## config.mk

```make
export PLATFORM = sky130hd
export DESIGN_NAME = axil_mem_subsystem
export DESIGN_NICKNAME = d
export VERILOG_FILES = /design/src/rtl/axil_mem_pkg.sv /design/src/rtl/axil_mem_subsystem.sv /design/src/rtl/axil_mem_client_bridge.sv /design/src/rtl/mem_scratchpad.sv /design/src/rtl/mem_msg_fifo.sv
export VERILOG_INCLUDE_DIRS = /design/src /design/src/include
export SDC_FILE = /design/constraint.sdc
export NUM_CORES = 2
export LEC_CHECK = 0
export ABC_AREA = 1
export BUFFER_PORTS_ARGS = -buffer_cell sky130_fd_sc_hd__buf_4
export CORE_ASPECT_RATIO = 0.9
export CORE_UTILIZATION = 38
export CTS_CLUSTER_SIZE = 24
export DETAILED_ROUTE_END_ITERATION = 16
export PLACE_DENSITY = 0.6
export SETUP_SLACK_MARGIN = 0.05
export SLEW_MARGIN = 20
export SYNTH_ARGS = -nofsm -noshare
export SYNTH_HDL_FRONTEND = slang
export SYNTH_HIERARCHICAL = 1
export SYNTH_SLANG_ARGS = --single-unit
```

## constraint.sdc

```tcl
create_clock -name clk_i -period 12.3 [get_ports clk_i]
set_input_delay 1.23 -clock clk_i [delete_from_list [all_inputs] [get_ports clk_i]]
set_output_delay 1.23 -clock clk_i [all_outputs]
set_load 0.03 [all_outputs]
```

## src/include/axil_mem_defs.svh

```systemverilog
`ifndef AXIL_MEM_DEFS_SVH
`define AXIL_MEM_DEFS_SVH

// AXI4-Lite address width
`define AXIL_ADDR_WIDTH 32

// AXI4-Lite data width, also the scratchpad word width
`define AXIL_DATA_WIDTH 32

// One strobe bit per data byte
`define AXIL_STRB_WIDTH 4

// Scratchpad depth in words
// Address bits 7:2 pick the word, anything above bit 7 is out of range
`define SCRATCH_WORDS 64

`endif
```

## src/rtl/axil_mem_pkg.sv

```systemverilog
`include "axil_mem_defs.svh"

package axil_mem_pkg;

  // Uncached memory message kinds
  typedef enum logic [0:0]
  {
    e_mem_uc_rd = 1'b0
    , e_mem_uc_wr = 1'b1
  } mem_msg_type_e;

  // Access size in bytes
  typedef enum logic [1:0]
  {
    e_mem_size_1 = 2'd0
    , e_mem_size_2 = 2'd1
    , e_mem_size_4 = 2'd2
  } mem_size_e;

  // AXI response codes used by this port
  typedef enum logic [1:0]
  {
    e_axil_resp_okay = 2'b00
    , e_axil_resp_slverr = 2'b10
  } axil_resp_e;

  // Command from bridge to memory, 67 bits
  typedef struct packed
  {
    mem_msg_type_e               msg_type;
    mem_size_e                   size;
    logic [`AXIL_ADDR_WIDTH-1:0] addr;
    logic [`AXIL_DATA_WIDTH-1:0] data;
  } mem_cmd_s;

  // Response from memory to bridge, 34 bits
  typedef struct packed
  {
    mem_msg_type_e               msg_type;
    logic [`AXIL_DATA_WIDTH-1:0] data;
    logic                        err;
  } mem_resp_s;

endpackage

```

## src/rtl/axil_mem_subsystem.sv

```systemverilog
`timescale 1ns/1ns
`include "axil_mem_defs.svh"

module axil_mem_subsystem
  (input                                 clk_i
   , input                               reset_i

   , input [`AXIL_ADDR_WIDTH-1:0]        s_axil_awaddr_i
   , input [2:0]                         s_axil_awprot_i
   , input                               s_axil_awvalid_i
   , output logic                        s_axil_awready_o

   , input [`AXIL_DATA_WIDTH-1:0]        s_axil_wdata_i
   , input [`AXIL_STRB_WIDTH-1:0]        s_axil_wstrb_i
   , input                               s_axil_wvalid_i
   , output logic                        s_axil_wready_o

   , output axil_mem_pkg::axil_resp_e    s_axil_bresp_o
   , output logic                        s_axil_bvalid_o
   , input                               s_axil_bready_i

   , input [`AXIL_ADDR_WIDTH-1:0]        s_axil_araddr_i
   , input [2:0]                         s_axil_arprot_i
   , input                               s_axil_arvalid_i
   , output logic                        s_axil_arready_o

   , output logic [`AXIL_DATA_WIDTH-1:0] s_axil_rdata_o
   , output axil_mem_pkg::axil_resp_e    s_axil_rresp_o
   , output logic                        s_axil_rvalid_o
   , input                               s_axil_rready_i
  );

  // Command path
  axil_mem_pkg::mem_cmd_s  bridge_cmd, fifo_cmd;
  logic                    bridge_cmd_v, bridge_cmd_yumi;
  logic                    fifo_cmd_v, pad_cmd_yumi;

  // Response path
  axil_mem_pkg::mem_resp_s pad_resp, fifo_resp;
  logic                    pad_resp_v, resp_fifo_ready;
  logic                    fifo_resp_v, bridge_resp_ready;

  axil_mem_client_bridge bridge
    (.clk_i            (clk_i)
     , .reset_i        (reset_i)
     , .s_axil_awaddr_i  (s_axil_awaddr_i)
     , .s_axil_awprot_i  (s_axil_awprot_i)
     , .s_axil_awvalid_i (s_axil_awvalid_i)
     , .s_axil_awready_o (s_axil_awready_o)
     , .s_axil_wdata_i   (s_axil_wdata_i)
     , .s_axil_wstrb_i   (s_axil_wstrb_i)
     , .s_axil_wvalid_i  (s_axil_wvalid_i)
     , .s_axil_wready_o  (s_axil_wready_o)
     , .s_axil_bresp_o   (s_axil_bresp_o)
     , .s_axil_bvalid_o  (s_axil_bvalid_o)
     , .s_axil_bready_i  (s_axil_bready_i)
     , .s_axil_araddr_i  (s_axil_araddr_i)
     , .s_axil_arprot_i  (s_axil_arprot_i)
     , .s_axil_arvalid_i (s_axil_arvalid_i)
     , .s_axil_arready_o (s_axil_arready_o)
     , .s_axil_rdata_o   (s_axil_rdata_o)
     , .s_axil_rresp_o   (s_axil_rresp_o)
     , .s_axil_rvalid_o  (s_axil_rvalid_o)
     , .s_axil_rready_i  (s_axil_rready_i)
     , .mem_cmd_o        (bridge_cmd)
     , .mem_cmd_v_o      (bridge_cmd_v)
     , .mem_cmd_yumi_i   (bridge_cmd_yumi)
     , .mem_resp_i       (fifo_resp)
     , .mem_resp_v_i     (fifo_resp_v)
     , .mem_resp_ready_o (bridge_resp_ready)
    );

  // FIFO ready doubles as the bridge's yumi
  mem_msg_fifo #(.item_t(axil_mem_pkg::mem_cmd_s)) cmd_fifo
    (.clk_i     (clk_i)
     , .reset_i (reset_i)
     , .data_i  (bridge_cmd)
     , .v_i     (bridge_cmd_v)
     , .ready_o (bridge_cmd_yumi)
     , .data_o  (fifo_cmd)
     , .v_o     (fifo_cmd_v)
     , .yumi_i  (pad_cmd_yumi)
    );

  mem_scratchpad scratchpad
    (.clk_i              (clk_i)
     , .reset_i          (reset_i)
     , .mem_cmd_i        (fifo_cmd)
     , .mem_cmd_v_i      (fifo_cmd_v)
     , .mem_cmd_yumi_o   (pad_cmd_yumi)
     , .mem_resp_o       (pad_resp)
     , .mem_resp_v_o     (pad_resp_v)
     , .mem_resp_ready_i (resp_fifo_ready)
    );

  mem_msg_fifo #(.item_t(axil_mem_pkg::mem_resp_s)) resp_fifo
    (.clk_i     (clk_i)
     , .reset_i (reset_i)
     , .data_i  (pad_resp)
     , .v_i     (pad_resp_v)
     , .ready_o (resp_fifo_ready)
     , .data_o  (fifo_resp)
     , .v_o     (fifo_resp_v)
     , .yumi_i  (fifo_resp_v & bridge_resp_ready)
    );

endmodule

```

## src/rtl/axil_mem_client_bridge.sv

```systemverilog
`timescale 1ns/1ns
`include "axil_mem_defs.svh"

module axil_mem_client_bridge
  (input                                clk_i
   , input                              reset_i

   // Write address channel
   , input [`AXIL_ADDR_WIDTH-1:0]       s_axil_awaddr_i
   , input [2:0]                        s_axil_awprot_i
   , input                              s_axil_awvalid_i
   , output logic                       s_axil_awready_o

   // Write data channel
   , input [`AXIL_DATA_WIDTH-1:0]       s_axil_wdata_i
   , input [`AXIL_STRB_WIDTH-1:0]       s_axil_wstrb_i
   , input                              s_axil_wvalid_i
   , output logic                       s_axil_wready_o

   // Write response channel
   , output axil_mem_pkg::axil_resp_e   s_axil_bresp_o
   , output logic                       s_axil_bvalid_o
   , input                              s_axil_bready_i

   // Read address channel
   , input [`AXIL_ADDR_WIDTH-1:0]       s_axil_araddr_i
   , input [2:0]                        s_axil_arprot_i
   , input                              s_axil_arvalid_i
   , output logic                       s_axil_arready_o

   // Read data channel
   , output logic [`AXIL_DATA_WIDTH-1:0] s_axil_rdata_o
   , output axil_mem_pkg::axil_resp_e   s_axil_rresp_o
   , output logic                       s_axil_rvalid_o
   , input                              s_axil_rready_i

   // Memory side
   , output axil_mem_pkg::mem_cmd_s     mem_cmd_o
   , output logic                       mem_cmd_v_o
   , input                              mem_cmd_yumi_i

   , input axil_mem_pkg::mem_resp_s     mem_resp_i
   , input                              mem_resp_v_i
   , output logic                       mem_resp_ready_o
  );

  // Protection bits are accepted on AR and AW but play no role here

  typedef enum logic [1:0] {e_wait, e_write_resp, e_read_resp} state_e;

  state_e state_r, state_n;
  axil_mem_pkg::mem_size_e wr_size;
  logic cmd_taken;

  // Strobe to access size
  always_comb
  begin
    case (s_axil_wstrb_i)
      4'h1:    wr_size = axil_mem_pkg::e_mem_size_1;
      4'h3:    wr_size = axil_mem_pkg::e_mem_size_2;
      default: wr_size = axil_mem_pkg::e_mem_size_4;
    endcase
  end

  assign cmd_taken = mem_cmd_v_o & mem_cmd_yumi_i;

  always_comb
  begin
    mem_cmd_o          = '0;
    mem_cmd_o.size     = axil_mem_pkg::e_mem_size_4;
    mem_cmd_v_o        = 1'b0;
    mem_resp_ready_o   = 1'b0;
    s_axil_arready_o   = 1'b0;
    s_axil_awready_o   = 1'b0;
    s_axil_wready_o    = 1'b0;
    s_axil_bvalid_o    = 1'b0;
    s_axil_bresp_o     = axil_mem_pkg::e_axil_resp_okay;
    s_axil_rvalid_o    = 1'b0;
    s_axil_rresp_o     = axil_mem_pkg::e_axil_resp_okay;
    s_axil_rdata_o     = '0;
    state_n            = state_r;

    case (state_r)
      e_wait:
      begin
        // Ready when idle
        // A pending request is acknowledged only as its command goes out
        s_axil_arready_o = ~s_axil_arvalid_i | cmd_taken;
        s_axil_awready_o = ~s_axil_arvalid_i & (~s_axil_awvalid_i | cmd_taken);
        s_axil_wready_o  = ~s_axil_arvalid_i & (~s_axil_wvalid_i | cmd_taken);

        if (s_axil_arvalid_i)
        begin
          mem_cmd_o.msg_type = axil_mem_pkg::e_mem_uc_rd;
          mem_cmd_o.addr     = s_axil_araddr_i;
          mem_cmd_v_o        = 1'b1;
          state_n = cmd_taken ? e_read_resp : e_wait;
        end
        else if (s_axil_awvalid_i & s_axil_wvalid_i)
        begin
          mem_cmd_o.msg_type = axil_mem_pkg::e_mem_uc_wr;
          mem_cmd_o.size     = wr_size;
          mem_cmd_o.addr     = s_axil_awaddr_i;
          mem_cmd_o.data     = s_axil_wdata_i;
          mem_cmd_v_o        = 1'b1;
          state_n = cmd_taken ? e_write_resp : e_wait;
        end
      end

      e_write_resp:
      begin
        s_axil_bvalid_o  = mem_resp_v_i;
        s_axil_bresp_o   = mem_resp_i.err ? axil_mem_pkg::e_axil_resp_slverr
                                          : axil_mem_pkg::e_axil_resp_okay;
        mem_resp_ready_o = s_axil_bready_i;
        if (mem_resp_v_i & s_axil_bready_i)
          state_n = e_wait;
      end

      e_read_resp:
      begin
        s_axil_rvalid_o  = mem_resp_v_i;
        s_axil_rdata_o   = mem_resp_i.data;
        s_axil_rresp_o   = mem_resp_i.err ? axil_mem_pkg::e_axil_resp_slverr
                                          : axil_mem_pkg::e_axil_resp_okay;
        mem_resp_ready_o = s_axil_rready_i;
        if (mem_resp_v_i & s_axil_rready_i)
          state_n = e_wait;
      end

      default: state_n = e_wait;
    endcase
  end

  always_ff @(posedge clk_i)
  begin
    if (reset_i)
      state_r <= e_wait;
    else
      state_r <= state_n;
  end

  // Only byte, halfword and word strobes are supported
  a_strb_supported: assert property (@(posedge clk_i) disable iff (reset_i)
    (state_r == e_wait && s_axil_wvalid_i) |-> (s_axil_wstrb_i inside {4'h1, 4'h3, 4'hF}))
    else $error("unsupported write strobe %b", s_axil_wstrb_i);

  // A B beat must carry the answer to a write command
  a_bvalid_write: assert property (@(posedge clk_i) disable iff (reset_i)
    s_axil_bvalid_o |-> (mem_resp_i.msg_type == axil_mem_pkg::e_mem_uc_wr))
    else $error("bvalid with a read response");

endmodule

```

## src/rtl/mem_scratchpad.sv

```systemverilog
`timescale 1ns/1ns
`include "axil_mem_defs.svh"

module mem_scratchpad
  (input                             clk_i
   , input                           reset_i

   , input axil_mem_pkg::mem_cmd_s   mem_cmd_i
   , input                           mem_cmd_v_i
   , output logic                    mem_cmd_yumi_o

   , output axil_mem_pkg::mem_resp_s mem_resp_o
   , output logic                    mem_resp_v_o
   , input                           mem_resp_ready_i
  );

  localparam int idx_width_lp = $clog2(`SCRATCH_WORDS);

  logic [`AXIL_DATA_WIDTH-1:0] mem_r [`SCRATCH_WORDS];
  logic [idx_width_lp-1:0]     idx;
  logic                        in_range;
  logic                        is_write;
  logic [`AXIL_STRB_WIDTH-1:0] lane_mask;
  axil_mem_pkg::mem_resp_s     resp_r;
  logic                        resp_v_r;

  // Word select from bits 7:2, byte offset ignored
  assign idx      = mem_cmd_i.addr[idx_width_lp+1:2];
  assign in_range = (mem_cmd_i.addr[`AXIL_ADDR_WIDTH-1:idx_width_lp+2] == '0);
  assign is_write = (mem_cmd_i.msg_type == axil_mem_pkg::e_mem_uc_wr);

  always_comb
  begin
    case (mem_cmd_i.size)
      axil_mem_pkg::e_mem_size_1: lane_mask = 4'b0001;
      axil_mem_pkg::e_mem_size_2: lane_mask = 4'b0011;
      default:                    lane_mask = 4'b1111;
    endcase
  end

  // Take a command when the output register is free or draining
  assign mem_cmd_yumi_o = mem_cmd_v_i & (~resp_v_r | mem_resp_ready_i);

  always_ff @(posedge clk_i)
  begin
    if (mem_cmd_yumi_o && is_write && in_range)
    begin
      for (int b = 0; b < `AXIL_STRB_WIDTH; b++)
      begin
        if (lane_mask[b])
          mem_r[idx][8*b +: 8] <= mem_cmd_i.data[8*b +: 8];
      end
    end
  end

  always_ff @(posedge clk_i)
  begin
    if (mem_cmd_yumi_o)
    begin
      resp_r.msg_type <= mem_cmd_i.msg_type;
      resp_r.err      <= ~in_range;
      resp_r.data     <= (!is_write && in_range) ? mem_r[idx] : '0;
    end
  end

  always_ff @(posedge clk_i)
  begin
    if (reset_i)
      resp_v_r <= 1'b0;
    else if (mem_cmd_yumi_o)
      resp_v_r <= 1'b1;
    else if (mem_resp_ready_i)
      resp_v_r <= 1'b0;
  end

  assign mem_resp_o   = resp_r;
  assign mem_resp_v_o = resp_v_r;

  a_resp_stable: assert property (@(posedge clk_i) disable iff (reset_i)
    (mem_resp_v_o && !mem_resp_ready_i) |=> (mem_resp_v_o && $stable(mem_resp_o)))
    else $error("response changed while stalled");

endmodule

```

## src/rtl/mem_msg_fifo.sv

```systemverilog
`timescale 1ns/1ns
`include "axil_mem_defs.svh"

module mem_msg_fifo
  #(parameter type item_t = logic)
  (input           clk_i
   , input         reset_i

   , input item_t  data_i
   , input         v_i
   , output logic  ready_o

   , output item_t data_o
   , output logic  v_o
   , input         yumi_i
  );

  item_t      mem_r [2];
  logic       wptr_r, rptr_r;
  logic [1:0] count_r;
  logic       enq, deq;

  // A full FIFO still takes a write when the head leaves in the same cycle
  assign ready_o = (count_r != 2'd2) | yumi_i;
  assign v_o     = (count_r != 2'd0);
  assign data_o  = mem_r[rptr_r];

  assign enq = v_i & ready_o;
  assign deq = yumi_i;

  always_ff @(posedge clk_i)
  begin
    if (reset_i)
    begin
      wptr_r  <= 1'b0;
      rptr_r  <= 1'b0;
      count_r <= 2'd0;
    end
    else
    begin
      if (enq)
        wptr_r <= ~wptr_r;
      if (deq)
        rptr_r <= ~rptr_r;
      count_r <= count_r + {1'b0, enq} - {1'b0, deq};
    end
  end

  always_ff @(posedge clk_i)
  begin
    if (enq)
      mem_r[wptr_r] <= data_i;
  end

  // A full FIFO keeps its count and its head until an entry leaves
  a_no_overflow: assert property (@(posedge clk_i) disable iff (reset_i)
    (count_r == 2'd2 && !deq) |=> (count_r == 2'd2 && $stable(data_o)))
    else $error("full FIFO changed without a dequeue");

  // Consumer must only take an entry that is there
  a_no_underflow: assert property (@(posedge clk_i) disable iff (reset_i)
    yumi_i |-> v_o)
    else $error("dequeue from an empty FIFO");

endmodule

```

==> reports/qor.tcl <==
set qor(cell_internal_power_mw) 16.18
set qor(power_per_cell_area_nw_per_um2) 232.8
set qor(layout.cells.non_filler) 12776
set qor(fillerInstances) 23686
set qor(clock.fmax_mhz) 164.2
set qor(wirelength_um) 252300
set qor(total_leakage_power_nw) 47.17
set qor(dp_worst_setup_slack_ps) 6194
set qor(boundaryPins) 154
set qor(switchingPower_mw) 9.521
set qor(cts_hold_repair_buffers) 0
set qor(critical_path_cell_count) 12
set qor(post_cts_resized) 0
set qor(yosysWarnings) 6
set qor(final_hold_viol_count) 0
set qor(rrSetupSlack_ps) 6210
set qor(final-seq-area_um2) 68640
set qor(crit_path_kind) {reg2reg}
set qor(worst_r2r_path_depth) 12
set qor(clock_tree.buffer_depth) 3
set qor(critPathArrivalTime_ps) 6610
set qor(final.setup.tns_ps) 0
set qor(cts_inserted_buffers) 229
set qor(floorplan.core_area_um2) 256300
set qor(cts_tree) {done}
set qor(first_global_vias) 58400
set qor(worstPathRequired_ps) 12820
set qor(grt.total_usage_pct) 19.18
set qor(timing.critical_path.from_type) {register}
set qor(grt_remaining_overflow) 0
set qor(via_count) 61507
set qor(power.share.clock_pct) 27.4
set qor(vdd_drop_max_uv) 367.1
set qor(post-route-worst-setup-slack_ps) 6210
set qor(floorplan.initialDensity_pct) 38.31
set qor(crit_path_end_kind) {register}
set qor(cap_violations) 0
set qor(worstHoldPathType) {reg2reg}
set qor(path_delay_family) {buffers and inverters}
set qor(timing.critical_path.slowest_cell_delay_ps) 900
set qor(timing.critical_path.cells) {buf_4 -> mux2_8 -> buf_4 -> buf_4 -> buf_4 -> nand2_1 -> nand3_1 -> nand2_1 -> o21ai_0 -> nand2_1 -> nor2_1 -> a21oi_1}
set qor(die_y_um) 484.3
set qor(number_of_drc_violations_after_detailed_routing_iteration_0) 5909
set qor(area_growth_pct) 12.45
set qor(power_switching_share_pct) 37.04
set qor(routabilityCongestion) 0.8255
set qor(unrepaired_setup_endpoints_after_global_routing) {no}
set qor(critical_path.max_fanout) 93
set qor(cts.root.buffer_cell) {clkbuf_16}
set qor(dp.final_hpwl_um) 147500
set qor(dpl.cell_count) 12347
set qor(overall_die_width_um) 537.8
set qor(dr.pass1.iters) 8
set qor(final-setup-viol-count) 0
set qor(minimum_period_implied_by_the_final_worst_setup_slack_ps) 6090
set qor(post_dp_cell_area_um2) 102800
set qor(final_antenna_net_count) 0
set qor(synthesized_netlist_cell_count) 9095
set qor(multi_input_area_um2) 21020
set qor(worst_skew_pair.late_latency_ps) 890
set qor(via_per_inst) 4.814
set qor(p_seq_share_pct) 39.8
set qor(detailroute.wirelength.met2_um) 118800
set qor(cp.buffers_inverters) 4
set qor(detail_route.wirelength.met1_um) 108500
set qor(last_element_of_the_critical_path) {scratchpad/mem_resp_o[1]}
set qor(io_buffer_count) 141
set qor(status) {completed}
set qor(grt_first_pass_wirelength_um) 372500
set qor(cts.clk_slew.worst_paths_ps) 60
set qor(combinationalPowerShare_pct) 32.9
set qor(rows) 176
set qor(route.top_layer_used) {met5}
set qor(setup_skew_after_layout_ps) 62.01
set qor(netlist_area_um2) 98200
set qor(critical_path_cell_with_the_highest_stage_delay) {buf_4}
set qor(dr_wl_met3_um) 16240
set qor(worst_r2r_endpoint) {scratchpad/mem_resp_o[1]}
set qor(cts_setup_buffers) 0
set qor(path_common_cell) {buf_4}
set qor(maximum_number_of_pins_on_one_net_before_global_route_repair) 207
set qor(dieArea_um2) 260400
set qor(worst_slew_margin_rel_pct) 24.68
set qor(cts.htree.levels) 4
set qor(final_layout_size_suffix_gt1_share_pct) 10.50
set qor(fin_hold_ws_ps) 445.7
set qor(finalCritPeriodShare_pct) 49.51
set qor(finish.net_count) 9314
set qor(grt_antenna_before_repair) 9
set qor(cts_num_sinks) 2290
set qor(detail_route.drc_violations) 0
set qor(post-route-cell-area_um2) 110400
set qor(drt-wirelength-per-cell_um) 19.74
set qor(tightest_slew_ps) 1126
set qor(report.final.slew_viol_count) 0
set qor(syn_avg_cell_area_um2) 10.80
layer usage:
| layer | vias up | GRT usage, % |
|---|---|---|
| li1 | 29455 | - |
| met1 | 29717 | 25.99 |
| met2 | 1909 | 31.09 |
| met3 | 416 | 3.102 |
| met4 | 10 | 6.695 |
| met5 | - | 0.5004 |
sequential cells by signal, summed over array words and instances, names as in the netlist, named ones only:
| register | count |
|---|---|
| resp_fifo/wptr_r | 1 |
| bridge/state_r | 2 |
| resp_fifo/count_r | 2 |
| cmd_fifo/mem_r | 130 |
| resp_fifo/mem_r | 66 |
| scratchpad/mem_resp_o | 33 |
| scratchpad/mem_resp_v_o | 1 |
| scratchpad/mem_r | 2048 |
| cmd_fifo/rptr_r | 1 |
| cmd_fifo/count_r | 2 |
| cmd_fifo/wptr_r | 1 |
| resp_fifo/rptr_r | 1 |
how the worst min path moves through the flow:
stage | startpoint | end | slack (ps) | cells after the start
detailed placement | scratchpad/mem_resp_o[5] | resp_fifo/mem_r[0][5] | 430 | 0
global route | scratchpad/mem_resp_o[25] | resp_fifo/mem_r[1][25] | 460 | 0
floorplan | scratchpad/mem_resp_o[0] | resp_fifo/mem_r[0][0] | 420 | 0
CTS | scratchpad/mem_resp_o[5] | resp_fifo/mem_r[0][5] | 450 | 0
finish | scratchpad/mem_resp_o[25] | resp_fifo/mem_r[0][25] | 450 | 0
global placement | scratchpad/mem_resp_o[24] | resp_fifo/mem_r[0][24] | 430 | 0
power groups by stage:
stage	logic, mW	clock network (mW)	registers, mW
2_1_floorplan	5.43	0	10.3
6_report	8.44	7.03	10.2
5_1_grt	9.27	7.45	10.2
3_5_place_dp	8.47	0	10.4
4_1_cts	8.50	7.16	10.2
3_3_place_gp	8.34	0	10.4
through the flow:
step	util (%)	power, mW
5_1_grt	43.08	26.97
4_1_cts	43.08	25.89
2_1_floorplan	-	15.75
3_5_place_dp	40.11	18.87
6_report	43.08	25.70
3_3_place_gp	40.10	18.72
cells in the final DEF (no fill, tap or decap), drive strengths merged, types with 2 or more instances in the layout:
master	instances
clkbuf	302
clkinv	90
mux2	98
inv	1779
bufinv	26
or2	225
buf	293
nand2	2406
nor2	462
a21oi	41
clkinvlp	4
edfxtp	2277
o211ai	64
nor3	8
xnor2	2
conb	2
nand3	975
dfxtp	13
ha	5
o21ai	320
final cells by class:
type	instances	share of cell area, %
inverter	1773	6.041
multi-input combinational	4609	19.04
timing repair buffer	293	2.037
tap	3382	3.832
antenna	1	0.002266
clock buffer	302	5.540
clock inverter	126	1.346
sequential	2290	62.17
(Power assumes the default switching activity.)
